==> src/forwardPkg.sv <==
`default_nettype none

package forwardPkg;

    localparam int dataWidth = 32;
    localparam int regAddrWidth = 5;
    localparam int sourceWidth = 3;

    // $zero reads as zero and is never a forwarding target
    localparam int zeroReg = 0;

    typedef logic [dataWidth-1:0] wordT;
    typedef logic [regAddrWidth-1:0] regIndexT;

    // origin of a selected operand
    typedef enum logic [sourceWidth-1:0] {
        srcRegFile,
        srcExecute,
        srcExMem,
        srcMemWb,
        srcWriteback
    } forwardSourceE;

endpackage

`default_nettype wire
==> src/bypassBus.sv <==
`timescale 1ns/1ns
`default_nettype none

interface bypassBus;
    import forwardPkg::*;

    // execute stage
    regIndexT exDest;
    wordT exResult;
    logic exWrite;

    // EX/MEM register, loadData valid when exMemLoad is set
    regIndexT exMemDest;
    wordT exMemResult;
    logic exMemWrite;
    logic exMemLoad;
    wordT loadData;

    // MEM/WB register
    regIndexT memWbDest;
    wordT memWbResult;
    logic memWbWrite;

    // register file write port
    regIndexT wbDest;
    wordT wbResult;
    logic wbWrite;

    modport source (
        output exDest, exResult, exWrite,
        output exMemDest, exMemResult, exMemWrite, exMemLoad, loadData,
        output memWbDest, memWbResult, memWbWrite,
        output wbDest, wbResult, wbWrite
    );

    modport consumer (
        input exDest, exResult, exWrite,
        input exMemDest, exMemResult, exMemWrite, exMemLoad, loadData,
        input memWbDest, memWbResult, memWbWrite,
        input wbDest, wbResult, wbWrite
    );

endinterface

`default_nettype wire

==> src/forwardTop.sv <==
`timescale 1ns/1ns
`default_nettype none

module forwardTop (
    input logic CLOCK,
    input logic RESET,

    // execute stage
    input forwardPkg::regIndexT exDest,
    input forwardPkg::wordT exResult,
    input logic exWrite,

    // EX/MEM
    input forwardPkg::regIndexT exMemDest,
    input forwardPkg::wordT exMemResult,
    input logic exMemWrite,
    input logic exMemLoad,
    input forwardPkg::wordT loadData,

    // MEM/WB
    input forwardPkg::regIndexT memWbDest,
    input forwardPkg::wordT memWbResult,
    input logic memWbWrite,

    // register file write port
    input forwardPkg::regIndexT wbDest,
    input forwardPkg::wordT wbResult,
    input logic wbWrite,

    // ID/EX operands
    input forwardPkg::regIndexT rsReg,
    input forwardPkg::regIndexT rtReg,
    input forwardPkg::wordT rsValue,
    input forwardPkg::wordT rtValue,
    input logic useImmediate,
    input logic isLink,

    // decode branch and jump register
    input logic isBranch,
    input logic isJumpReg,
    input forwardPkg::regIndexT branchRsReg,
    input forwardPkg::regIndexT branchRtReg,
    input forwardPkg::regIndexT jumpReg,
    input forwardPkg::wordT branchValueA,
    input forwardPkg::wordT branchValueB,
    input forwardPkg::wordT jumpValue,

    output forwardPkg::wordT operandA,
    output forwardPkg::wordT operandB,
    output logic aluForward,
    output forwardPkg::wordT branchOperandA,
    output forwardPkg::wordT branchOperandB,
    output forwardPkg::wordT jumpTarget,
    output logic branchForward,
    output logic jumpForward
);

    bypassBus bus ();

    assign bus.exDest = exDest;
    assign bus.exResult = exResult;
    assign bus.exWrite = exWrite;
    assign bus.exMemDest = exMemDest;
    assign bus.exMemResult = exMemResult;
    assign bus.exMemWrite = exMemWrite;
    assign bus.exMemLoad = exMemLoad;
    assign bus.loadData = loadData;
    assign bus.memWbDest = memWbDest;
    assign bus.memWbResult = memWbResult;
    assign bus.memWbWrite = memWbWrite;
    assign bus.wbDest = wbDest;
    assign bus.wbResult = wbResult;
    assign bus.wbWrite = wbWrite;

    aluOperandStage i_aluOperandStage (
        .CLOCK(CLOCK),
        .RESET(RESET),
        .bus(bus),
        .rsReg(rsReg),
        .rtReg(rtReg),
        .rsValue(rsValue),
        .rtValue(rtValue),
        .useImmediate(useImmediate),
        .isLink(isLink),
        .operandA(operandA),
        .operandB(operandB),
        .aluForward(aluForward)
    );

    // purely combinational, no clock or reset
    decodeBypass i_decodeBypass (
        .bus(bus),
        .isBranch(isBranch),
        .isJumpReg(isJumpReg),
        .branchRsReg(branchRsReg),
        .branchRtReg(branchRtReg),
        .jumpReg(jumpReg),
        .branchValueA(branchValueA),
        .branchValueB(branchValueB),
        .jumpValue(jumpValue),
        .branchOperandA(branchOperandA),
        .branchOperandB(branchOperandB),
        .jumpTarget(jumpTarget),
        .branchForward(branchForward),
        .jumpForward(jumpForward)
    );

endmodule

`default_nettype wire

==> src/decodeBypass.sv <==
`timescale 1ns/1ns
`default_nettype none

module decodeBypass (
    bypassBus.consumer bus,
    input logic isBranch,
    input logic isJumpReg,
    input forwardPkg::regIndexT branchRsReg,
    input forwardPkg::regIndexT branchRtReg,
    input forwardPkg::regIndexT jumpReg,
    input forwardPkg::wordT branchValueA,
    input forwardPkg::wordT branchValueB,
    input forwardPkg::wordT jumpValue,
    output forwardPkg::wordT branchOperandA,
    output forwardPkg::wordT branchOperandB,
    output forwardPkg::wordT jumpTarget,
    output logic branchForward,
    output logic jumpForward
);
    import forwardPkg::*;

    wordT rsBypass;
    wordT rtBypass;
    wordT jumpBypass;
    forwardSourceE rsSource;
    forwardSourceE rtSource;
    forwardSourceE jumpSource;

    // decode sees the execute result in the same cycle
    operandBypass #(
        .useExecute(1'b1)
    ) i_branchRsBypass (
        .bus(bus),
        .srcReg(branchRsReg),
        .regValue(branchValueA),
        .value(rsBypass),
        .source(rsSource)
    );

    operandBypass #(
        .useExecute(1'b1)
    ) i_branchRtBypass (
        .bus(bus),
        .srcReg(branchRtReg),
        .regValue(branchValueB),
        .value(rtBypass),
        .source(rtSource)
    );

    operandBypass #(
        .useExecute(1'b1)
    ) i_jumpBypass (
        .bus(bus),
        .srcReg(jumpReg),
        .regValue(jumpValue),
        .value(jumpBypass),
        .source(jumpSource)
    );

    // comparands only forwarded for a branch
    assign branchOperandA = isBranch ? rsBypass : branchValueA;
    assign branchOperandB = isBranch ? rtBypass : branchValueB;
    assign branchForward = isBranch && ((rsSource != srcRegFile) || (rtSource != srcRegFile));

    // jr/jalr target goes straight to fetch
    assign jumpTarget = isJumpReg ? jumpBypass : jumpValue;
    assign jumpForward = isJumpReg && (jumpSource != srcRegFile);

endmodule

`default_nettype wire

==> src/aluOperandStage.sv <==
`timescale 1ns/1ns
`default_nettype none

module aluOperandStage (
    input logic CLOCK,
    input logic RESET,
    bypassBus.consumer bus,
    input forwardPkg::regIndexT rsReg,
    input forwardPkg::regIndexT rtReg,
    input forwardPkg::wordT rsValue,
    input forwardPkg::wordT rtValue,
    input logic useImmediate,
    input logic isLink,
    output forwardPkg::wordT operandA,
    output forwardPkg::wordT operandB,
    output logic aluForward
);
    import forwardPkg::*;

    wordT rsBypass;
    wordT rtBypass;
    forwardSourceE rsSource;
    forwardSourceE rtSource;
    logic rsKeptForward;
    logic rtKeptForward;

    // the instruction in execute is the consumer, so no execute source here
    operandBypass #(
        .useExecute(1'b0)
    ) i_rsBypass (
        .bus(bus),
        .srcReg(rsReg),
        .regValue(rsValue),
        .value(rsBypass),
        .source(rsSource)
    );

    operandBypass #(
        .useExecute(1'b0)
    ) i_rtBypass (
        .bus(bus),
        .srcReg(rtReg),
        .regValue(rtValue),
        .value(rtBypass),
        .source(rtSource)
    );

    // an overridden operand never counts as forwarded
    assign rsKeptForward = !isLink && (rsSource != srcRegFile);
    assign rtKeptForward = !useImmediate && (rtSource != srcRegFile);

    always_ff @(posedge CLOCK) begin
        if (!RESET) begin
            operandA <= '0;
            operandB <= '0;
            aluForward <= 1'b0;
        end else begin
            // link keeps the return address from decode
            operandA <= isLink ? rsValue : rsBypass;
            // rtValue already holds the immediate
            operandB <= useImmediate ? rtValue : rtBypass;
            aluForward <= rsKeptForward || rtKeptForward;
        end
    end

endmodule

`default_nettype wire

==> src/operandBypass.sv <==
`timescale 1ns/1ns
`default_nettype none

module operandBypass #(
    parameter bit useExecute = 1'b1
) (
    bypassBus.consumer bus,
    input forwardPkg::regIndexT srcReg,
    input forwardPkg::wordT regValue,
    output forwardPkg::wordT value,
    output forwardPkg::forwardSourceE source
);
    import forwardPkg::*;

    logic exHit;
    logic exMemHit;
    logic memWbHit;
    logic wbHit;
    logic isZero;
    wordT exMemValue;

    assign isZero = (srcReg == regIndexT'(zeroReg));

    // a stage only matches when it actually writes
    assign exHit = useExecute && bus.exWrite && (bus.exDest == srcReg);
    assign exMemHit = bus.exMemWrite && (bus.exMemDest == srcReg);
    assign memWbHit = bus.memWbWrite && (bus.memWbDest == srcReg);
    assign wbHit = bus.wbWrite && (bus.wbDest == srcReg);

    // loads have no ALU result yet, data comes from memory
    assign exMemValue = bus.exMemLoad ? bus.loadData : bus.exMemResult;

    always_comb begin
        value = regValue;
        source = srcRegFile;
        if (!isZero) begin
            // newest stage first
            if (exHit) begin
                value = bus.exResult;
                source = srcExecute;
            end else if (exMemHit) begin
                value = exMemValue;
                source = srcExMem;
            end else if (memWbHit) begin
                value = bus.memWbResult;
                source = srcMemWb;
            end else if (wbHit) begin
                value = bus.wbResult;
                source = srcWriteback;
            end
        end
    end

endmodule

`default_nettype wire

==> config.mk <==
export PLATFORM = sky130hd
export DESIGN_NAME = forwardTop
export DESIGN_NICKNAME = d
export VERILOG_FILES = /design/src/forwardPkg.sv /design/src/bypassBus.sv /design/src/forwardTop.sv /design/src/decodeBypass.sv /design/src/aluOperandStage.sv /design/src/operandBypass.sv
export SDC_FILE = /design/constraint.sdc
export NUM_CORES = 1
export LEC_CHECK = 0
export BUFFER_PORTS_ARGS = -buffer_cell sky130_fd_sc_hd__buf_2
export CELL_PAD_IN_SITES_DETAIL_PLACEMENT = 1
export CELL_PAD_IN_SITES_GLOBAL_PLACEMENT = 1
export CORE_ASPECT_RATIO = 0.9
export CORE_MARGIN = 1
export CORE_UTILIZATION = 30
export CTS_CLUSTER_DIAMETER = 100
export DETAILED_ROUTE_END_ITERATION = 10
export PLACE_DENSITY = 0.76
export SYNTH_ARGS = -nofsm -noshare
export SYNTH_HDL_FRONTEND = slang
export SYNTH_SLANG_ARGS = --single-unit
==> constraint.sdc <==
create_clock -name CLOCK -period 3.7 [get_ports CLOCK]
set_input_delay 0.925 -clock CLOCK [delete_from_list [all_inputs] [get_ports CLOCK]]
set_output_delay 0.925 -clock CLOCK [all_outputs]
set_load 0.02 [all_outputs]
Word level (Yosys, flattened, before mapping)
Cells that the tools add are included.

word-level totals
  output and inout port bits = 163
  word-level logic and storage cells = 109
  register bits = 65

operators by class
  multiplexer cells = 52
  eq/ne operators = 18
  reduce and logical (&&, ||, !) cells = 36

operators with widths
  operator            count
  two-way mux 32 bit  29
  == test 5 bit       18
  two-way mux 3 bit   23
  logical NOT 5 bit   5
  logical AND 1 bit   22
  nonzero test 3 bit  5
  logical NOT 1 bit   2
  logical OR 1 bit    2

Longest topological paths before layout
  word-level depth = 10
  mapped depth = 9
  gate-level depth less buffers = 5

Hierarchy
Synthesis repeated with hierarchy kept, for this count alone.

second synthesis, totals
  cell total of the unflattened synthesis = 1805
  area, all modules = 14118.5 um^2

by module, submodules not included
  module                                               cells each  sequential area each (um^2)  area each (um^2)  times used
  operandBypass (i_decodeBypass.i_branchRsBypass ...)  350         0.0                          2432.3            3
  operandBypass (i_aluOperandStage.i_rsBypass ...)     216         0.0                          1641.6            2
  aluOperandStage                                      213         1301.2                       2364.8            1
  decodeBypass                                         110         0.0                          1173.6            1

Worst setup path before layout
OpenSTA, ideal clock, no wires.

  path type = in2out
  start point = in branchRtReg[4]
  end point = out branchOperandB[22]
  buffers on the path = 2
  required time = 2.775 ns
  arrival time = 2.776 ns
  slack = -0.001 ns
  cell stages on the path = 7
  path through = clkbuf_1 xor2_1 nor4_2 and2_1 clkbuf_1 o311ai_0 a31oi_1

on the way
  cells in the longest elaborated chain, start to end = 8

RTL lines
  item                    RTL line             text
  from (decl)             forwardTop.sv:42     input forwardPkg::regIndexT branchRtReg,
  == test 5 bit           operandBypass.sv:28  assign wbHit = bus.wbWrite && (bus.wbDest == srcReg);
  logical AND 1 bit       operandBypass.sv:28
  two-way mux 32 bit      operandBypass.sv:47  end else if (wbHit) begin
  two-way mux 32 bit      operandBypass.sv:44  end else if (memWbHit) begin
  two-way mux 32 bit      operandBypass.sv:41  end else if (exMemHit) begin
  two-way mux 32 bit      operandBypass.sv:38  if (exHit) begin
  two-way mux 32 bit (*)  operandBypass.sv:36  if (!isZero) begin
  two-way mux 32 bit (*)  decodeBypass.sv:62   assign branchOperandB = isBranch ? rtBypass : branchValueB;
  to (decl)               forwardTop.sv:52     output forwardPkg::wordT branchOperandB,

Mark *: on every way between the ends. The rest lies on a longest branch, timed or not.

Worst setup path in the final report
  start point = in branchRsReg[1]
  end point = out branchOperandA[0]

on the way
  cells in the longest elaborated chain, start to end = 8

RTL lines
  item                    RTL line             text
  from (decl)             forwardTop.sv:41     input forwardPkg::regIndexT branchRsReg,
  == test 5 bit           operandBypass.sv:28
  logical AND 1 bit       operandBypass.sv:28
  two-way mux 32 bit      operandBypass.sv:47
  two-way mux 32 bit      operandBypass.sv:44
  two-way mux 32 bit      operandBypass.sv:41
  two-way mux 32 bit      operandBypass.sv:38
  two-way mux 32 bit (*)  operandBypass.sv:36
  two-way mux 32 bit (*)  decodeBypass.sv:61   assign branchOperandA = isBranch ? rsBypass : branchValueA;
  to (decl)               forwardTop.sv:51     output forwardPkg::wordT branchOperandA,

Marks and branches as above.

==> impl_summary.log <==
INFO  metric grt_setup_unrepaired = yes
INFO  metric grt_usage = between 40% and 50%
INFO  metric clock.fmax = around 0.26 GHz
INFO  metric antenna_found_initial = 11
INFO  metric drc_errors = 0
INFO  metric max_cap_violations = 0
INFO  metric yosysWarningCount = 0
INFO  metric cts.sinks = between 60 and 70
INFO  metric first_global_vias = around 19000
INFO  metric max_slew_margin = between 20% and 30%
INFO  metric layout_worst_path_cycle_share = 103%
INFO  metric syn-num-nets = about 2300
INFO  metric clkTransAtPathRegs = around 0.05 ns
INFO  metric cp_data_arrival_time = 2.90 ns
INFO  metric first_iteration_detailed_routing_drc_count = 2589
INFO  metric ys_seq_elements = 65
INFO  metric placementRows = 70
INFO  metric ys_seq_area_share = approximately a tenth
INFO  metric design.portCount = 539
INFO  metric final_cell_area = between 0.015 and 0.02 sq mm
INFO  metric grt_start_max_net_pins = 65
INFO  metric timing.final.ws_setup = -0.129 ns
INFO  metric gp_routability_congestion = 1.01
INFO  metric placed_cell_area = approximately 0.017 sq mm
INFO  metric grt_total_ovfl = 0
INFO  metric status = finished, violations left
INFO  metric final_cell_count_no_fill = between 2000 and 3000
INFO  metric numCtsBuffers = 9
INFO  metric start_kind = input port
INFO  metric dp_hpwl = between 60 and 70 mm
INFO  metric worst_hold_slack = 0.827 ns
INFO  metric route.vias.total = about 20000
INFO  metric initial_core_utilization = between 30% and 40%
INFO  metric yosysUniqueCellTypes = between 50 and 60
INFO  metric failed_checks = negative setup slack
INFO  metric routed_via_density = around 6.7
INFO  metric critical_path_required = approximately 2.8 ns
INFO  metric h-tree-depth = 3
INFO  metric die_w = ~220 um
INFO  metric crit_type = in2out
INFO  metric final-max-slew-violation-count = 0
INFO  metric area_delta_synth_final = 51.9%
INFO  metric clock_power_share = 20.9%
INFO  metric clockBufferDepth = 2
INFO  metric worst-path-max-fanout = 13
INFO  metric p_comb_share = around three fifths
INFO  metric final_core_util = a little under half
INFO  metric endpoint_kind = primary output
INFO  metric finalSetupViolations = 36
INFO  metric p_per_area = 221 mW/mm^2
INFO  metric post-place-cells = between 2000 and 3000
INFO  metric hold_path.startpoint = rtValue[23]
INFO  metric p_int = roughly 2.2 mW
INFO  metric cellLeakagePower = roughly 7.7 nW
INFO  metric synth.avg_cell_area = between 6 and 7 sq um
INFO  metric timing.hold.worst_path_depth = 3
INFO  metric synthTopCellsByArea = sky130_fd_sc_hd__dfxtp_1 10%, sky130_fd_sc_hd__o2bb2ai_1 6.7%, sky130_fd_sc_hd__nand3_1 6.4%
INFO  metric post-synth-top-area-cell = sky130_fd_sc_hd__dfxtp_1
INFO  metric chipHeight = a little under 200 um
INFO  metric fp.coreArea = 0.0409 sq mm
INFO  metric die-area = roughly 0.043 sq mm
INFO  metric dp_slack = -0.568 ns
INFO  metric synth-edff-count = 0
INFO  metric postRouteAntennaNets = 0
INFO  metric synthArstFlopShare = 0%
INFO  metric hp-class = in2reg
INFO  metric wirelength = around 92 mm
INFO  metric netlist_area = 0.0125 sq mm
INFO  metric seq_power_share = 18.1%
INFO  metric tightest_slew = about 1.1 ns
INFO  metric count_of_nets_after_finishing = 2795
INFO  metric cts_root_buf = sky130_fd_sc_hd__clkbuf_16
INFO  metric tritoncts_clock_tree = yes
INFO  metric yosys_most_used_dff = sky130_fd_sc_hd__dfxtp_1
INFO  metric peakVddDrop = about 0.28 mV
INFO  metric grt_first_pass_wirelength = between 100 and 150 mm
INFO  metric total_iterations_of_the_first_detailed_routing_run = 6
INFO  metric swShare = around 47%
INFO  metric critical_path_startpoint = branchRsReg[1]
INFO  metric total_switching_power = 1.99 mW
INFO  metric syn_inst = around 1900
INFO  metric io_buffer_count = roughly 540
INFO  metric timing_hold_violations_final = 0
INFO  metric synth.top_cell.area_share = between 10 and 15%
INFO  metric drive_gt1_share = between 30% and 40%
INFO  metric avgRoutedWirePerCell = 31.1 um
INFO  metric post-route-min-period = approximately 3.8 ns
logic make-up (layout without fill, tap and decap cells):
kind of cell | after synthesis | after routing | share of synthesized area [%]
and+or+nand+nor | 718 | 719 | 28.6
AOI/OAI and AO/OA | 658 | 658 | 40.5
xor gates and xnor gates | 90 | 90 | 6.36
buffers and inverters | 353 | 860 | 11.3
muxes | 32 | 32 | 2.88
other | 0 | 9 | 0
DFF | 65 | 65 | 10.4
Yosys cell counts, types with 4 or more instances:
| cell type | number |
|---|---|
| sky130_fd_sc_hd__mux2_2 | 32 |
| sky130_fd_sc_hd__nand3b_1 | 58 |
| sky130_fd_sc_hd__nand3_1 | 159 |
| sky130_fd_sc_hd__nor3_1 | 99 |
| sky130_fd_sc_hd__o2bb2ai_1 | 96 |
| sky130_fd_sc_hd__o311ai_0 | 87 |
| sky130_fd_sc_hd__inv_1 | 96 |
| sky130_fd_sc_hd__o31ai_1 | 62 |
| sky130_fd_sc_hd__a221oi_1 | 52 |
| sky130_fd_sc_hd__a21boi_0 | 96 |
| sky130_fd_sc_hd__nor4_1 | 6 |
| sky130_fd_sc_hd__a21oi_1 | 56 |
| sky130_fd_sc_hd__a2111oi_0 | 12 |
| sky130_fd_sc_hd__and2_1 | 10 |
| sky130_fd_sc_hd__buf_1 | 16 |
| sky130_fd_sc_hd__nor2_1 | 156 |
| sky130_fd_sc_hd__dfxtp_1 | 65 |
| sky130_fd_sc_hd__and3_1 | 75 |
| sky130_fd_sc_hd__xor2_1 | 51 |
| sky130_fd_sc_hd__a2111oi_2 | 6 |
| sky130_fd_sc_hd__clkbuf_1 | 183 |
| sky130_fd_sc_hd__o311ai_1 | 9 |
| sky130_fd_sc_hd__nand2_1 | 139 |
| sky130_fd_sc_hd__o21a_1 | 4 |
| sky130_fd_sc_hd__a211oi_1 | 63 |
| sky130_fd_sc_hd__a31oi_1 | 96 |
| sky130_fd_sc_hd__buf_2 | 52 |
| sky130_fd_sc_hd__xnor2_1 | 38 |
| sky130_fd_sc_hd__a2111oi_1 | 4 |
repair_timing:
item,in CTS,in global routing
setup endpoints to repair,98,96
setup buffers,7,17
resized for setup,144,246
cloned,3,5
pin swaps,27,50
hold buffers,0,0
layer usage:
metal | up-vias | share of wire, % | track usage, %
li1 | 8254 | - | -
met3 | 329 | 11 | 8.34
met1 | 9779 | 40 | 53.5
met5 | - | 0.062 | 0
met4 | 8 | 4.4 | 15.2
met2 | 1490 | 44 | 63.3
final cells by class:
class                      count  area, sq um
tap                          540          676
inverter                      97          364
multi-input combinational   1499        11000
clock inverter                 3         40.0
clock buffer                  13          250
fill                        5161        21900
timing repair buffer         747         5400
antenna                        9         22.5
sequential                    65         1300
flip-flops by register name (all words and copies together) (netlist names):
register,count
i_aluOperandStage.operandA,32
i_aluOperandStage.operandB,32
i_aluOperandStage.aluForward,1
through the flow:
step	total power, mW	setup TNS (ns)
after floorplan	1.86	0
after global placement	2.96	-20.58
after detailed placement	2.99	-19.63
after CTS	3.94	-1.13
after global routing	4.30	-2.96
final	4.20	-1.31
path summary, 6_finish.rpt:
path | end | slack [ns]
max | branchOperandA[0] | -0.13
min | i_aluOperandStage.operandB[23] | 0.83
layout by cell type, fill, tap and decap left out, drive strengths merged, types with 4 or more instances in the layout:
| master | synthesis | layout |
|---|---|---|
| buf | 71 | 739 |
| nand3 | 159 | 159 |
| nor2 | 156 | 157 |
| nand2 | 140 | 140 |
| nor3 | 100 | 100 |
| inv | 97 | 97 |
| a21boi | 96 | 96 |
| o2bb2ai | 96 | 96 |
| a31oi | 96 | 96 |
| o311ai | 96 | 96 |
| and3 | 75 | 75 |
| dfxtp | 65 | 65 |
| a211oi | 63 | 63 |
| o31ai | 62 | 62 |
| nand3b | 58 | 58 |
| a21oi | 56 | 56 |
| a221oi | 52 | 52 |
| xor2 | 51 | 51 |
| xnor2 | 39 | 39 |
| mux2 | 32 | 32 |
| a2111oi | 22 | 22 |
| clkbuf | 185 | 21 |
| nor4 | 12 | 12 |
| and2 | 12 | 12 |
| diode | 0 | 9 |
| o21a | 4 | 4 |
worst max-delay path: stages:
cell and delay (ns):
sky130_fd_sc_hd__buf_4 0.16, sky130_fd_sc_hd__xnor2_1 0.22, sky130_fd_sc_hd__and3_2 0.30, sky130_fd_sc_hd__buf_4 0.23
sky130_fd_sc_hd__a21boi_0 0.18, sky130_fd_sc_hd__o311ai_2 0.45, sky130_fd_sc_hd__a31oi_4 0.16, sky130_fd_sc_hd__buf_6 0.15
sky130_fd_sc_hd__buf_6 0.12
power groups by stage:
stage                     combinational, mW  clock (mW)  sequential, mW
final                                  2.57       0.876           0.758
after CTS                              2.31       0.874           0.758
after detailed placement               2.22           0           0.773
after global placement                 2.19           0           0.773
after global routing                   2.63       0.903           0.762
after floorplan                        1.04           0           0.829
(Power assumes the default switching activity.)
